**src/hdl/mem_params.svh**
```systemverilog
`ifndef MEM_PARAMS_SVH
`define MEM_PARAMS_SVH

// ========================================
// RAM geometry
// ========================================

// 32-bit words held by the RAM.
`define MEM_DEPTH_WORDS 256

// word index width, log2 of the depth.
`define MEM_INDEX_BITS 8

`endif
```
**src/hdl/mem_pkg.sv**
```systemverilog
`default_nettype none

package mem_pkg;

    // ========================================
    // requests
    // ========================================

    // instruction fetch, always a full word read.
    typedef struct packed {
        logic [31:0] addr;
    } fetch_req_t;

    // load or store from the data side.
    typedef struct packed {
        logic [31:0] addr;
        logic [31:0] wdata;
        logic [3:0]  wstrb;  // all zero means read.
    } data_req_t;

    // ========================================
    // responses
    // ========================================

    // word before the access, also for writes.
    typedef struct packed {
        logic [31:0] rdata;
    } mem_rsp_t;

    // owner of the RAM access.
    typedef enum logic {
        fetch_port = 1'b0,
        data_port  = 1'b1
    } port_sel_t;

endpackage

`default_nettype wire

```
**src/hdl/request_buffer.sv**
```systemverilog
`timescale 1ns/1ps
`default_nettype none

// one-entry request holding stage in front of the arbiter.
module request_buffer
    import mem_pkg::*;
#(
    parameter type payload_t = fetch_req_t
) (
    input  wire logic clock,
    input  wire logic rst,

    // requester side.
    input  wire logic     in_valid,
    output logic          in_ready,
    input  wire payload_t in_payload,

    // arbiter side.
    output logic     full,
    output payload_t payload,
    input  wire logic pop
);

    logic accept;

    assign in_ready = !full;
    assign accept   = in_valid && in_ready;

    // stays full until the response goes back.
    always_ff @(posedge clock) begin
        if (rst) begin
            full <= 1'b0;
        end else if (accept) begin
            full <= 1'b1;
        end else if (pop) begin
            full <= 1'b0;
        end
    end

    always_ff @(posedge clock) begin
        if (accept) begin
            payload <= in_payload;  // held while full.
        end
    end

endmodule

`default_nettype wire

```
**config.mk**
```make
export PLATFORM = sky130hd
export DESIGN_NAME = request_buffer
export DESIGN_NICKNAME = d
export VERILOG_FILES = /design/src/hdl/mem_params.svh /design/src/hdl/mem_pkg.sv /design/src/hdl/request_buffer.sv
export SDC_FILE = /design/constraint.sdc
export NUM_CORES = 1
export LEC_CHECK = 0
export BUFFER_PORTS_ARGS = -buffer_cell sky130_fd_sc_hd__buf_2
export CORE_MARGIN = 3
export CORE_UTILIZATION = 25
export CTS_CLUSTER_SIZE = 20
export DETAILED_ROUTE_END_ITERATION = 16
export GPL_ROUTABILITY_DRIVEN = 1
export MAX_ROUTING_LAYER = met4
export PLACE_DENSITY = 0.6
export SLEW_MARGIN = 0
export SYNTH_ARGS = -nofsm -noshare
export SYNTH_HDL_FRONTEND = slang
export SYNTH_SLANG_ARGS = --single-unit
export TNS_END_PERCENT = 50
```
**constraint.sdc**
```tcl
create_clock -name clock -period 2 [get_ports clock]
set_clock_uncertainty 0.15 [all_clocks]
set_input_delay 0.3 -clock clock [delete_from_list [all_inputs] [get_ports clock]]
set_output_delay 0.3 -clock clock [all_outputs]
set_load 0.02 [all_outputs]
```
### After elaboration in Yosys (flattened, before gate mapping)

Index checks and enable logic that the tools add are counted.
W data, S select, Z words.

* register bits: 33
* input port bits: 36
* output and inout bits: 34
* word-level logic and storage cells: 7

* mux-type cells: 2
* reductions and logical operators: 3

Operators by type and width (number)
* $mux W1: 2
* $reduce_bool A2 Y1: 1
* $logic_and A1 B1 Y1: 1
* $logic_not A1 Y1: 1

### Longest topological paths before layout

* depth after elaboration: 3
* mapped depth: 2

### Worst setup path before layout

OpenSTA, ideal clock, no wires.

* path kind: register to register
* start point: register full
* end point: register payload[0] in the netlist's numbering (enable)
* setup time: 0.374 ns
* data arrival time: 0.971 ns
* setup slack: 0.505 ns
* cell stages (with the launch flop): 2
* cell sequence: dfxtp_1 -> and2b_2

* cells in the longest elaborated chain, start to end: 2

Ends and longest elaborated chain
* start: declaration: RTL line request_buffer.sv:19 `output logic full,`
* start signal: assignment: RTL line request_buffer.sv:32 `full <= 1'b0;`
* start signal: assignment: RTL line request_buffer.sv:34 `full <= 1'b1;`
* start signal: assignment: RTL line request_buffer.sv:36 `full <= 1'b0;`
* $logic_not A1 Y1: RTL line request_buffer.sv:26 `assign in_ready = !full;`
* $logic_and A1 B1 Y1: RTL line request_buffer.sv:27 `assign accept = in_valid && in_ready;`
* named net accept: RTL line request_buffer.sv:24 `logic accept;`
* end signal: assignment: RTL line request_buffer.sv:42 `payload <= in_payload;`
* end: declaration: RTL line request_buffer.sv:20 `output payload_t payload,`

The timed path passes the listed nets, and every way through them passes these cells.
A chain may end at the register's enable or synchronous reset.

### Worst setup path after layout

* start point: register full
* end point: output port in_ready

* cells in the longest elaborated chain, start to end: 1

Ends and longest elaborated chain
* $logic_not A1 Y1: RTL line request_buffer.sv:26
* end: declaration: RTL line request_buffer.sv:15 `output logic in_ready,`

No other way between the ends.

==> results_dict.tcl <==
set metrics [dict create \
    rsz0062_at_grt "false" \
    drtPass1Iterations 3 \
    clockBufferDepth 2 \
    synth_area_um2 1005 \
    yosysTopAreaCell "edfxtp_1" \
    finalCritPeriodShare_pct 66.07 \
    synth_top_area_share_pct 95.64 \
    cpLargestDelayFamily "flip-flops" \
    hpwlAfterDp_um 1583 \
    async_reset_ff_share_pct 0 \
    cts_buffers 5 \
    final_hold_viol_count 0 \
    crit_path_end_kind "output pin" \
    synthCells 37 \
    cts_max_level 2 \
    synth.distinct_cells 6 \
    route.antenna.remaining_nets 0 \
    holdPathStages 2 \
    wl_per_cell_um 12.10 \
    row_count 22 \
    synth-seq-cells 33 \
    ys.flop_type "edfxtp_1" \
    grt_max_degree 17 \
    met2_usage_pct 13.24 \
    antenna_found_initial 0 \
    met3_usage_pct 4.928 \
    routed_wl_um 1984 \
    setup_viol 0 \
    finalCriticalPeriod_ns 1.321 \
    arrival_ns 0.87 \
    rrSetupSlack_ns 0.73 \
    worstMarginPinSlew_ns 0.2363 \
    slew_headroom_pct 84.15 \
    yosysWarnings 0 \
    gp_congestion 0.7249 \
    core_region_area_um2 3771 \
    path_max_fanout 5 \
    synth.most_common_cell "edfxtp_1" \
    drv_cap 0 \
    syn_to_final_growth_pct 49.81 \
    status "completed" \
    initial_utilization_pct 26.64 \
    r2r_cells 2 \
    dieArea_um2 4816 \
    criticalPathCategory "register to output pin" \
    gr-total-overflow 0 \
    fmax_mhz 756.8 \
    grt_pass1_vias 667 \
    fp.dieW_um 69.40 \
    vias 643 \
    power_density_nw_per_um2 942.3 \
    r2r-start "full$_SDFFE_PP0P_" \
    synthTopCellsByArea "edfxtp_1 (96%), dfxtp_1 (2.0%), and2b_2 (0.87%), a211oi_1 (0.75%), inv_1 (0.37%)" \
    cts-resized-gates 0 \
    synthesis.nets 73 \
    grt_pass1_wl_um 3070 \
    ctsHoldBuffers 0 \
    total_leakage_power_uw 0.0006462 \
    crit_required_ns 1.55 \
    num_antenna_cells 0 \
    ios 70 \
    tritoncts "yes" \
    nNetsFinal 151 \
    drc 0 \
    synth_area_per_cell_um2 27.15 \
    cp_slowest_cell "dfxtp_1" \
    min_from "rst" \
    cts.clk_slew.worst_paths_ns 0.06 \
    r2r-end "payload[6]$_DFFE_PP_" \
    cp_cell_sequence "inv_1 -> buf_2" \
    crit_buf_inv 2 \
    maxSlewViolCount 0 \
    cts_setup_buffers 0 \
    synth_edf_count 32 \
    clock_sinks 33 \
    via_per_inst 3.921 \
    die_y_um 69.40 \
    ys_seq_area_share_pct 97.63 \
    drive_gt1_share_pct 66.38 \
    start_kind "register" \
    fin_util_pct 39.91 \
    top_usage_layer "met2" \
    grt_usage_pct 8.913 \
    clk_latency_ns 0.27 \
    drt_iter0_markers 18 \
    cp_slowest_stage_delay_ns 0.39 \
    clockRootBuffer "clkbuf_8" \
    grtUsageMet1_pct 8.980 \
    io_buffer_count 69 \
    tns_ns 0 \
    hold_end "full$_SDFFE_PP0P_" \
    hold_class "primary input to register" \
    peakVddDrop_mv 0.3945 \
    whs_ns 0.03888 \
]
cell usage in the layout (no fill, tap or decap), drive strengths merged:
master	instances
dfxtp	1
buf	71
and2b	1
inv	1
edfxtp	32
nor2	1
a211oi	1
clkbuf	8
through the flow:
step	total power, µW	worst slack (ns)	instances	cell area, µm²
6_report	1418	0.6786	164	1505
3_3_place_gp	983.3	0.7768	156	1425
3_5_place_dp	989.0	0.7425	156	1425
2_1_floorplan	907.2	0.5047	37	1005
5_1_grt	1496	0.6398	164	1505
4_1_cts	1444	0.6649	164	1505
cell type report:
class | count | area [µm²]
inverters | 1 | 3.754
flip-flops and latches | 33 | 980.9
well taps | 48 | 60.06
multi-input cells | 3 | 20.02
fillers | 359 | 2266
repair buffers | 71 | 360.3
clock buffers | 8 | 80.08
routing by layer:
| layer | part of all wire (%) | wire, µm |
|---|---|---|
| met1 | 35 | 685 |
| met2 | 50 | 994 |
| met3 | 13 | 263 |
| met4 | 2.0 | 40 |
| met5 | 0 | 0 |
power by group:
| group | switching (µW) | leakage [µW] | internal, µW |
|---|---|---|---|
| clock | 201 | 0.0000395 | 246 |
| combinational | 94.6 | 0.000292 | 56.4 |
| sequential | 10.8 | 0.000314 | 809 |
state kept, by name (all words and copies together), names as in the netlist:
register,flops
full,1
payload,32
cells by family (layout without fill, tap and decap cells):
family	Yosys count	after routing	synth area share (%)
compound gates	1	1	0.7475
simple gates	2	2	1.245
flops	33	33	97.63
buf+inv	1	80	0.3732
worst max path at each step:
stage          depth (start not counted)              start                     to  slack [ns]
3_3_place_gp                           2  full$_SDFFE_PP0P_  payload[14]$_DFFE_PP_        0.78
2_1_floorplan                          1  full$_SDFFE_PP0P_   payload[0]$_DFFE_PP_        0.50
5_1_grt                                2  full$_SDFFE_PP0P_               in_ready        0.64
4_1_cts                                2  full$_SDFFE_PP0P_               in_ready        0.66
6_report                               2  full$_SDFFE_PP0P_               in_ready        0.68
3_5_place_dp                           2  full$_SDFFE_PP0P_  payload[14]$_DFFE_PP_        0.74
Power figures use the tool's default switching activity.
