**config.mk**
```make
export PLATFORM = sky130hd
export DESIGN_NAME = port_arbiter
export DESIGN_NICKNAME = d
export VERILOG_FILES = /design/src/hdl/mem_params.svh /design/src/hdl/mem_pkg.sv /design/src/hdl/port_arbiter.sv
export SDC_FILE = /design/constraint.sdc
export NUM_CORES = 1
export LEC_CHECK = 0
export BUFFER_PORTS_ARGS = -buffer_cell sky130_fd_sc_hd__buf_2
export CORE_MARGIN = 5
export CORE_UTILIZATION = 40
export CTS_BUF_LIST = sky130_fd_sc_hd__clkbuf_2 sky130_fd_sc_hd__clkbuf_4 sky130_fd_sc_hd__clkbuf_8
export DETAILED_ROUTE_END_ITERATION = 6
export PLACE_DENSITY = 0.81
export SYNTH_ARGS = -nofsm -noshare
export SYNTH_HDL_FRONTEND = slang
export SYNTH_SLANG_ARGS = --single-unit
```
**constraint.sdc**
```tcl
create_clock -name clock -period 11 [get_ports clock]
set_clock_uncertainty 0.1 [all_clocks]
set_input_delay 0.55 -clock clock [delete_from_list [all_inputs] [get_ports clock]]
set_output_delay 0.55 -clock clock [all_outputs]
set_load 0.01 [all_outputs]
```
**src/hdl/mem_params.svh**
```systemverilog
`ifndef MEM_PARAMS_SVH
`define MEM_PARAMS_SVH

// ========================================
// RAM geometry
// ========================================

// 32-bit words held by the RAM.
`define MEM_DEPTH_WORDS 256

// word index width, log2 of the depth.
`define MEM_INDEX_BITS 8

`endif
```
**src/hdl/mem_pkg.sv**
```systemverilog
`default_nettype none

package mem_pkg;

    // ========================================
    // requests
    // ========================================

    // instruction fetch, always a full word read.
    typedef struct packed {
        logic [31:0] addr;
    } fetch_req_t;

    // load or store from the data side.
    typedef struct packed {
        logic [31:0] addr;
        logic [31:0] wdata;
        logic [3:0]  wstrb;  // all zero means read.
    } data_req_t;

    // ========================================
    // responses
    // ========================================

    // word before the access, also for writes.
    typedef struct packed {
        logic [31:0] rdata;
    } mem_rsp_t;

    // owner of the RAM access.
    typedef enum logic {
        fetch_port = 1'b0,
        data_port  = 1'b1
    } port_sel_t;

endpackage

`default_nettype wire

```
**src/hdl/port_arbiter.sv**
```systemverilog
`timescale 1ns/1ps
`default_nettype none

module port_arbiter
    import mem_pkg::*;
(
    input  wire logic clock,
    input  wire logic rst,

    // fetch buffer.
    input  wire logic       fetch_full,
    input  wire fetch_req_t fetch_req,
    output logic            fetch_pop,

    // data buffer.
    input  wire logic      data_full,
    input  wire data_req_t data_req,
    output logic           data_pop,

    // RAM request.
    output logic        ram_valid,
    output logic [31:0] ram_addr,
    output logic [31:0] ram_wdata,
    output logic [3:0]  ram_wstrb,

    // RAM response.
    input  wire logic     ram_ready,
    input  wire mem_rsp_t ram_rdata,

    // responses to the ports.
    output logic     fetch_rsp_valid,
    output logic     data_rsp_valid,
    output mem_rsp_t rsp
);

    logic      busy;
    logic      issue;
    port_sel_t grant;
    port_sel_t owner;
    port_sel_t last_winner;

    // ========================================
    // grant selection
    // ========================================

    always_comb begin
        if (fetch_full && data_full) begin
            grant = (last_winner == fetch_port) ? data_port : fetch_port;
        end else if (data_full) begin
            grant = data_port;
        end else begin
            grant = fetch_port;
        end
    end

    assign issue = !busy && (fetch_full || data_full);  // one access at a time.

    always_ff @(posedge clock) begin
        if (rst) begin
            ram_valid   <= 1'b0;
            busy        <= 1'b0;
            owner       <= fetch_port;
            last_winner <= fetch_port;  // next tie goes to data.
        end else begin
            ram_valid <= issue;
            if (issue) begin
                busy        <= 1'b1;
                owner       <= grant;
                last_winner <= grant;
            end else if (ram_ready) begin
                busy <= 1'b0;
            end
        end
    end

    always_ff @(posedge clock) begin
        if (issue) begin
            if (grant == data_port) begin
                ram_addr  <= data_req.addr;
                ram_wdata <= data_req.wdata;
                ram_wstrb <= data_req.wstrb;
            end else begin
                ram_addr  <= fetch_req.addr;
                ram_wdata <= '0;
                ram_wstrb <= '0;  // fetch never writes.
            end
        end
    end

    // ========================================
    // response steering
    // ========================================

    assign fetch_rsp_valid = ram_ready && (owner == fetch_port);
    assign data_rsp_valid  = ram_ready && (owner == data_port);
    assign fetch_pop       = fetch_rsp_valid;
    assign data_pop        = data_rsp_valid;
    assign rsp             = ram_rdata;

endmodule

`default_nettype wire

```
Yosys cells after proc, flatten, opt, wreduce, memory -nomap -nowiden:

Index checks and enable logic that the tools add are counted.

* word-level logic and storage cells: 20
* register bits after elaboration: 71
* output and inout port bits: 105

* bitwise operators: 1
* mux-type cells: 6
* reductions and logical operators: 7

Operators with widths (count)
* 2-to-1 mux 32 bit: 1
* 2-to-1 mux 1 bit: 5
* logical AND 1 bit: 4
* nonzero test 2 bit: 1
* zero test 1 bit: 1
* logical OR 1 bit: 1
* inverter 1 bit: 1

Depth between registers and ports, before layout:

* word-level depth: 3
* gate-level depth with buffers: 4

Least setup slack after synthesis:

Ideal clock, no wire load.

* path type: input -> register
* from: input data_full
* to: register ram_addr[0], enable pin
* buffers on the path: 0
* slack: 6943 ps
* data required time: 10404 ps
* cell stages on the path: 2
* data arrival time: 3461 ps
* setup time: 496 ps
* path through: nor2_1 nor2_1

* word-level cells in the longest chain between the ends: 2

RTL lines
* start, declared: line port_arbiter.sv:16 `input wire logic data_full,`
* logical OR 1 bit: line port_arbiter.sv:56 `assign issue = !busy && (fetch_full || data_full);`
* logical AND 1 bit: line port_arbiter.sv:56
* named net issue: line port_arbiter.sv:37 `logic issue;`
* end signal, assigned: line port_arbiter.sv:79 `ram_addr <= data_req.addr;`
* end signal, assigned: line port_arbiter.sv:83 `ram_addr <= fetch_req.addr;`
* end, declared: line port_arbiter.sv:22 `output logic [31:0] ram_addr,`

The timed path passes the listed nets, and every way through them passes these cells.
A chain may end at the register's enable or synchronous reset.

Worst setup path after layout:

* from: input fetch_full
* to: register ram_addr[23], enable pin

* word-level cells in the longest chain between the ends: 2

RTL lines
* start, declared: line port_arbiter.sv:11 `input wire logic fetch_full,`
* logical OR 1 bit: line port_arbiter.sv:56
* logical AND 1 bit: line port_arbiter.sv:56
* named net issue: line port_arbiter.sv:37

The timed path passes the listed nets, and every way through them passes these cells.

==> impl_metrics.csv <==
group,metric,value,unit
synthesis,yosys.area_share.simple,0.08690,
synthesis,synth_common_cells,"edfxtp_1, and2_1, buf_4, mux2_2, buf_6",
detailed_routing,drc_errors,0,
global_routing,first_global_vias,2164,
cells_and_area,regArea,2102,sq um
clocking,clk_latency,0.33,ns
synthesis,syn_nets,329,
power,power_report.internal_total,0.4509,mW
cells_and_area,multiInputGateArea,671.9,sq um
sta,slew_headroom,0.4101,
power,p_leak,1.768,nW
synthesis,synth_cell_type_count,16,
critical_path,critPathRequiredTime,10.87,ns
sta,finalMaxSlewViolations,0,
sta,final.setup.tns,0,ns
hold_path,worstHoldPathType,"input port to flip-flop",
synthesis,netlist_area,3095,sq um
detailed_routing,wl_per_cell,15.70,microns
critical_path,end_kind,"flip-flop",
detailed_routing,first_pass_iters,4,
sta,worst_pin_slew,0.8827,ns
synthesis,synth_mux_area_frac,0.1164,
detailed_routing,vias,2015,
flow_run,max_cap_violations,0,
die,fp.dieW,97.97,microns
synthesis,synthMostInstantiatedCell,"edfxtp_1",
detailed_routing,wirelength,7.033,mm
synthesis,syn_inst,192,
power,p_sw,0.1479,mW
clocking,cts_tree,"built",
clocking,cts-resized-gates,0,
die,initial_utilization,0.4048,
die,core,7647,sq um
global_routing,grt_usage,0.1470,
die,num_rows,32,
synthesis,async_flop_share,0,
clocking,ctsLongestPathBuffers,2,
critical_path,worstSetupPathType,"input port to flip-flop",
sta,period_share,0.1949,
sta,rsz0062_at_grt,"no",
placed_design,dp_hpwl,5.454,mm
status,status,"complete, no violations",
power,clockPowerShare,0.292,
detailed_routing,viasPerCell,4.498,
cells_and_area,diodes,0,
global_routing,grt_max_degree,69,
clocking,cts-hold-fix-buffers,0,
synthesis,ys.flop_type,"edfxtp_1",
power,peakVddDrop,0.06834,mV
synthesis,synth-seq-cells,71,
critical_path,crit_arrival,2.02,ns
sta,holdWs,0.3216,ns
detailed_routing,drtAntennaViolNets,0,
critical_path,ff2ff_setup_slack,8.88,ns
power,pwr-share-seq,0.557,
cells_and_area,drive_gt1_frac,0.6590,
synthesis,yosys.area_share.adder,0,
cells_and_area,finalNetCount,478,
critical_path,critPathMaxFanout,39,
global_routing,grt_first_pass_wirelength,10.92,mm
sta,hold_viol,0,
synthesis,yosys.area.top_type,"edfxtp_1",
synthesis,synthXorXnorAreaFrac,0,
detailed_routing,drt_iter0_markers,31,
power,cellPowerDensity,150.8,nW/um^2
power,comb_power_share,0.151,
placed_design,portBuffers,177,
synthesis,synth_warnings,0,
clocking,cts_setup_buffers,0,
clocking,cts_htree_levels,3,
sta,finalCriticalPeriod,2.144,ns
synthesis,synth_top_family_by_area,"multiplexers",
global_routing,grt-ovfl-total,0,
global_routing,grt_antenna_before_repair,0,
synthesis,yosys.area.top_type_share,0.6597,
synthesis,synth_compound_area_frac,0.01132,
clocking,cts.sinks,71,
die,top_level_ports,242,
synthesis,synthTopCellsByArea,"edfxtp_1, mux2_2, buf_4",
synthesis,avgSynthCellArea,16.12,sq um
cells_and_area,area.growth.synth_to_final,28.25,%
synthesis,yosysSeqAreaShare,0.6791,
die,dieArea,9598,sq um
placed_design,place_congestion,0.8805,
die,die_y,97.97,microns
power,switching_share,0.2470,
clocking,root_buffer,"clkbuf_8",
cells_and_area,fill_cells,695,
critical_path,crit_path_start_kind,"input port",
clocking,cts_buffers,9,
sta,clock.fmax,0.4665,GHz
sta,final-setup-viol-count,0,
clocking,clkTransAtPathRegs,0.07,ns
synthesis,synth-edff-count,68,
## cells in the final DEF, fill, tap and decap left out, drive strengths merged
master,n
buf,179
edfxtp,68
and2,37
mux2,32
clkbuf,9
clkinv,6
dfxtp,3
nor2b,2
nor3,2
nor2,2
a21boi,1
a211oi,1
inv,1
or2b,1
a221oi,1
clkinvlp,1
## cells by family after synthesis
family | after synthesis
AOI/OAI and AO/OA | 3
DFF | 71
and+or+nand+nor | 44
muxes | 32
buffers and inverters | 42
## area by class of cell
cell class              count  area share
clock inverters             7     0.01009
clock buffers               9     0.03120
well taps                 102     0.03215
multi-input cells          79      0.1692
repair buffers            179      0.2269
flip-flops and latches     71      0.5295
inverters                   1   0.0009455
## state kept, by name (all words and copies together), names as in the netlist
| name | flops |
|---|---|
| ram_addr | 32 |
| ram_wdata | 32 |
| ram_wstrb | 4 |
| busy | 1 |
| last_winner | 1 |
| ram_valid | 1 |
## power groups by stage
stage | Sequential (mW) | Clock [mW] | Combinational (mW)
floorplan | 0.355 | 0 | 0.0450
global placement | 0.339 | 0 | 0.0894
detailed placement | 0.340 | 0 | 0.0925
CTS | 0.334 | 0.181 | 0.0927
global route | 0.336 | 0.195 | 0.0989
finish | 0.333 | 0.175 | 0.0904
## worst paths after layout
check              startpoint           end  depth (start not counted)
setup / recovery   fetch_full  ram_addr[23]                          4
hold / removal            rst     ram_valid                          2
setup reg to reg         busy  ram_addr[23]                          2
hold reg to reg   last_winner   last_winner                          2
## per-stage QoR
stage | power (mW) | setup slack, ns | std cells | cell area (sq um) | utilization
floorplan | 0.3999 | 6.943 | 192 | 3095 | -
global placement | 0.4285 | 8.561 | 432 | 3806 | 0.4977
global route | 0.6300 | 8.715 | 448 | 3970 | 0.5191
finish | 0.5988 | 8.856 | 448 | 3970 | 0.5191
CTS | 0.6076 | 8.807 | 448 | 3970 | 0.5191
detailed placement | 0.4323 | 8.464 | 432 | 3806 | 0.4977
## critical path, cell delays in order
cell	delay (ns)
buf_2	0.14
nor2_1	0.08
nor2_4	0.67
buf_4	0.56
## metal layers
metal / vias to the layer above / wire length [microns] / global-route usage
met5: - / 0 / 0
met4: 0 / 251 / 0.08413
met3: 31 / 692 / 0.05429
met2: 117 / 3834 / 0.2634
met1: 922 / 2255 / 0.1448
li1: 945 / - / -
No activity file was read; power rests on OpenSTA's default activity.
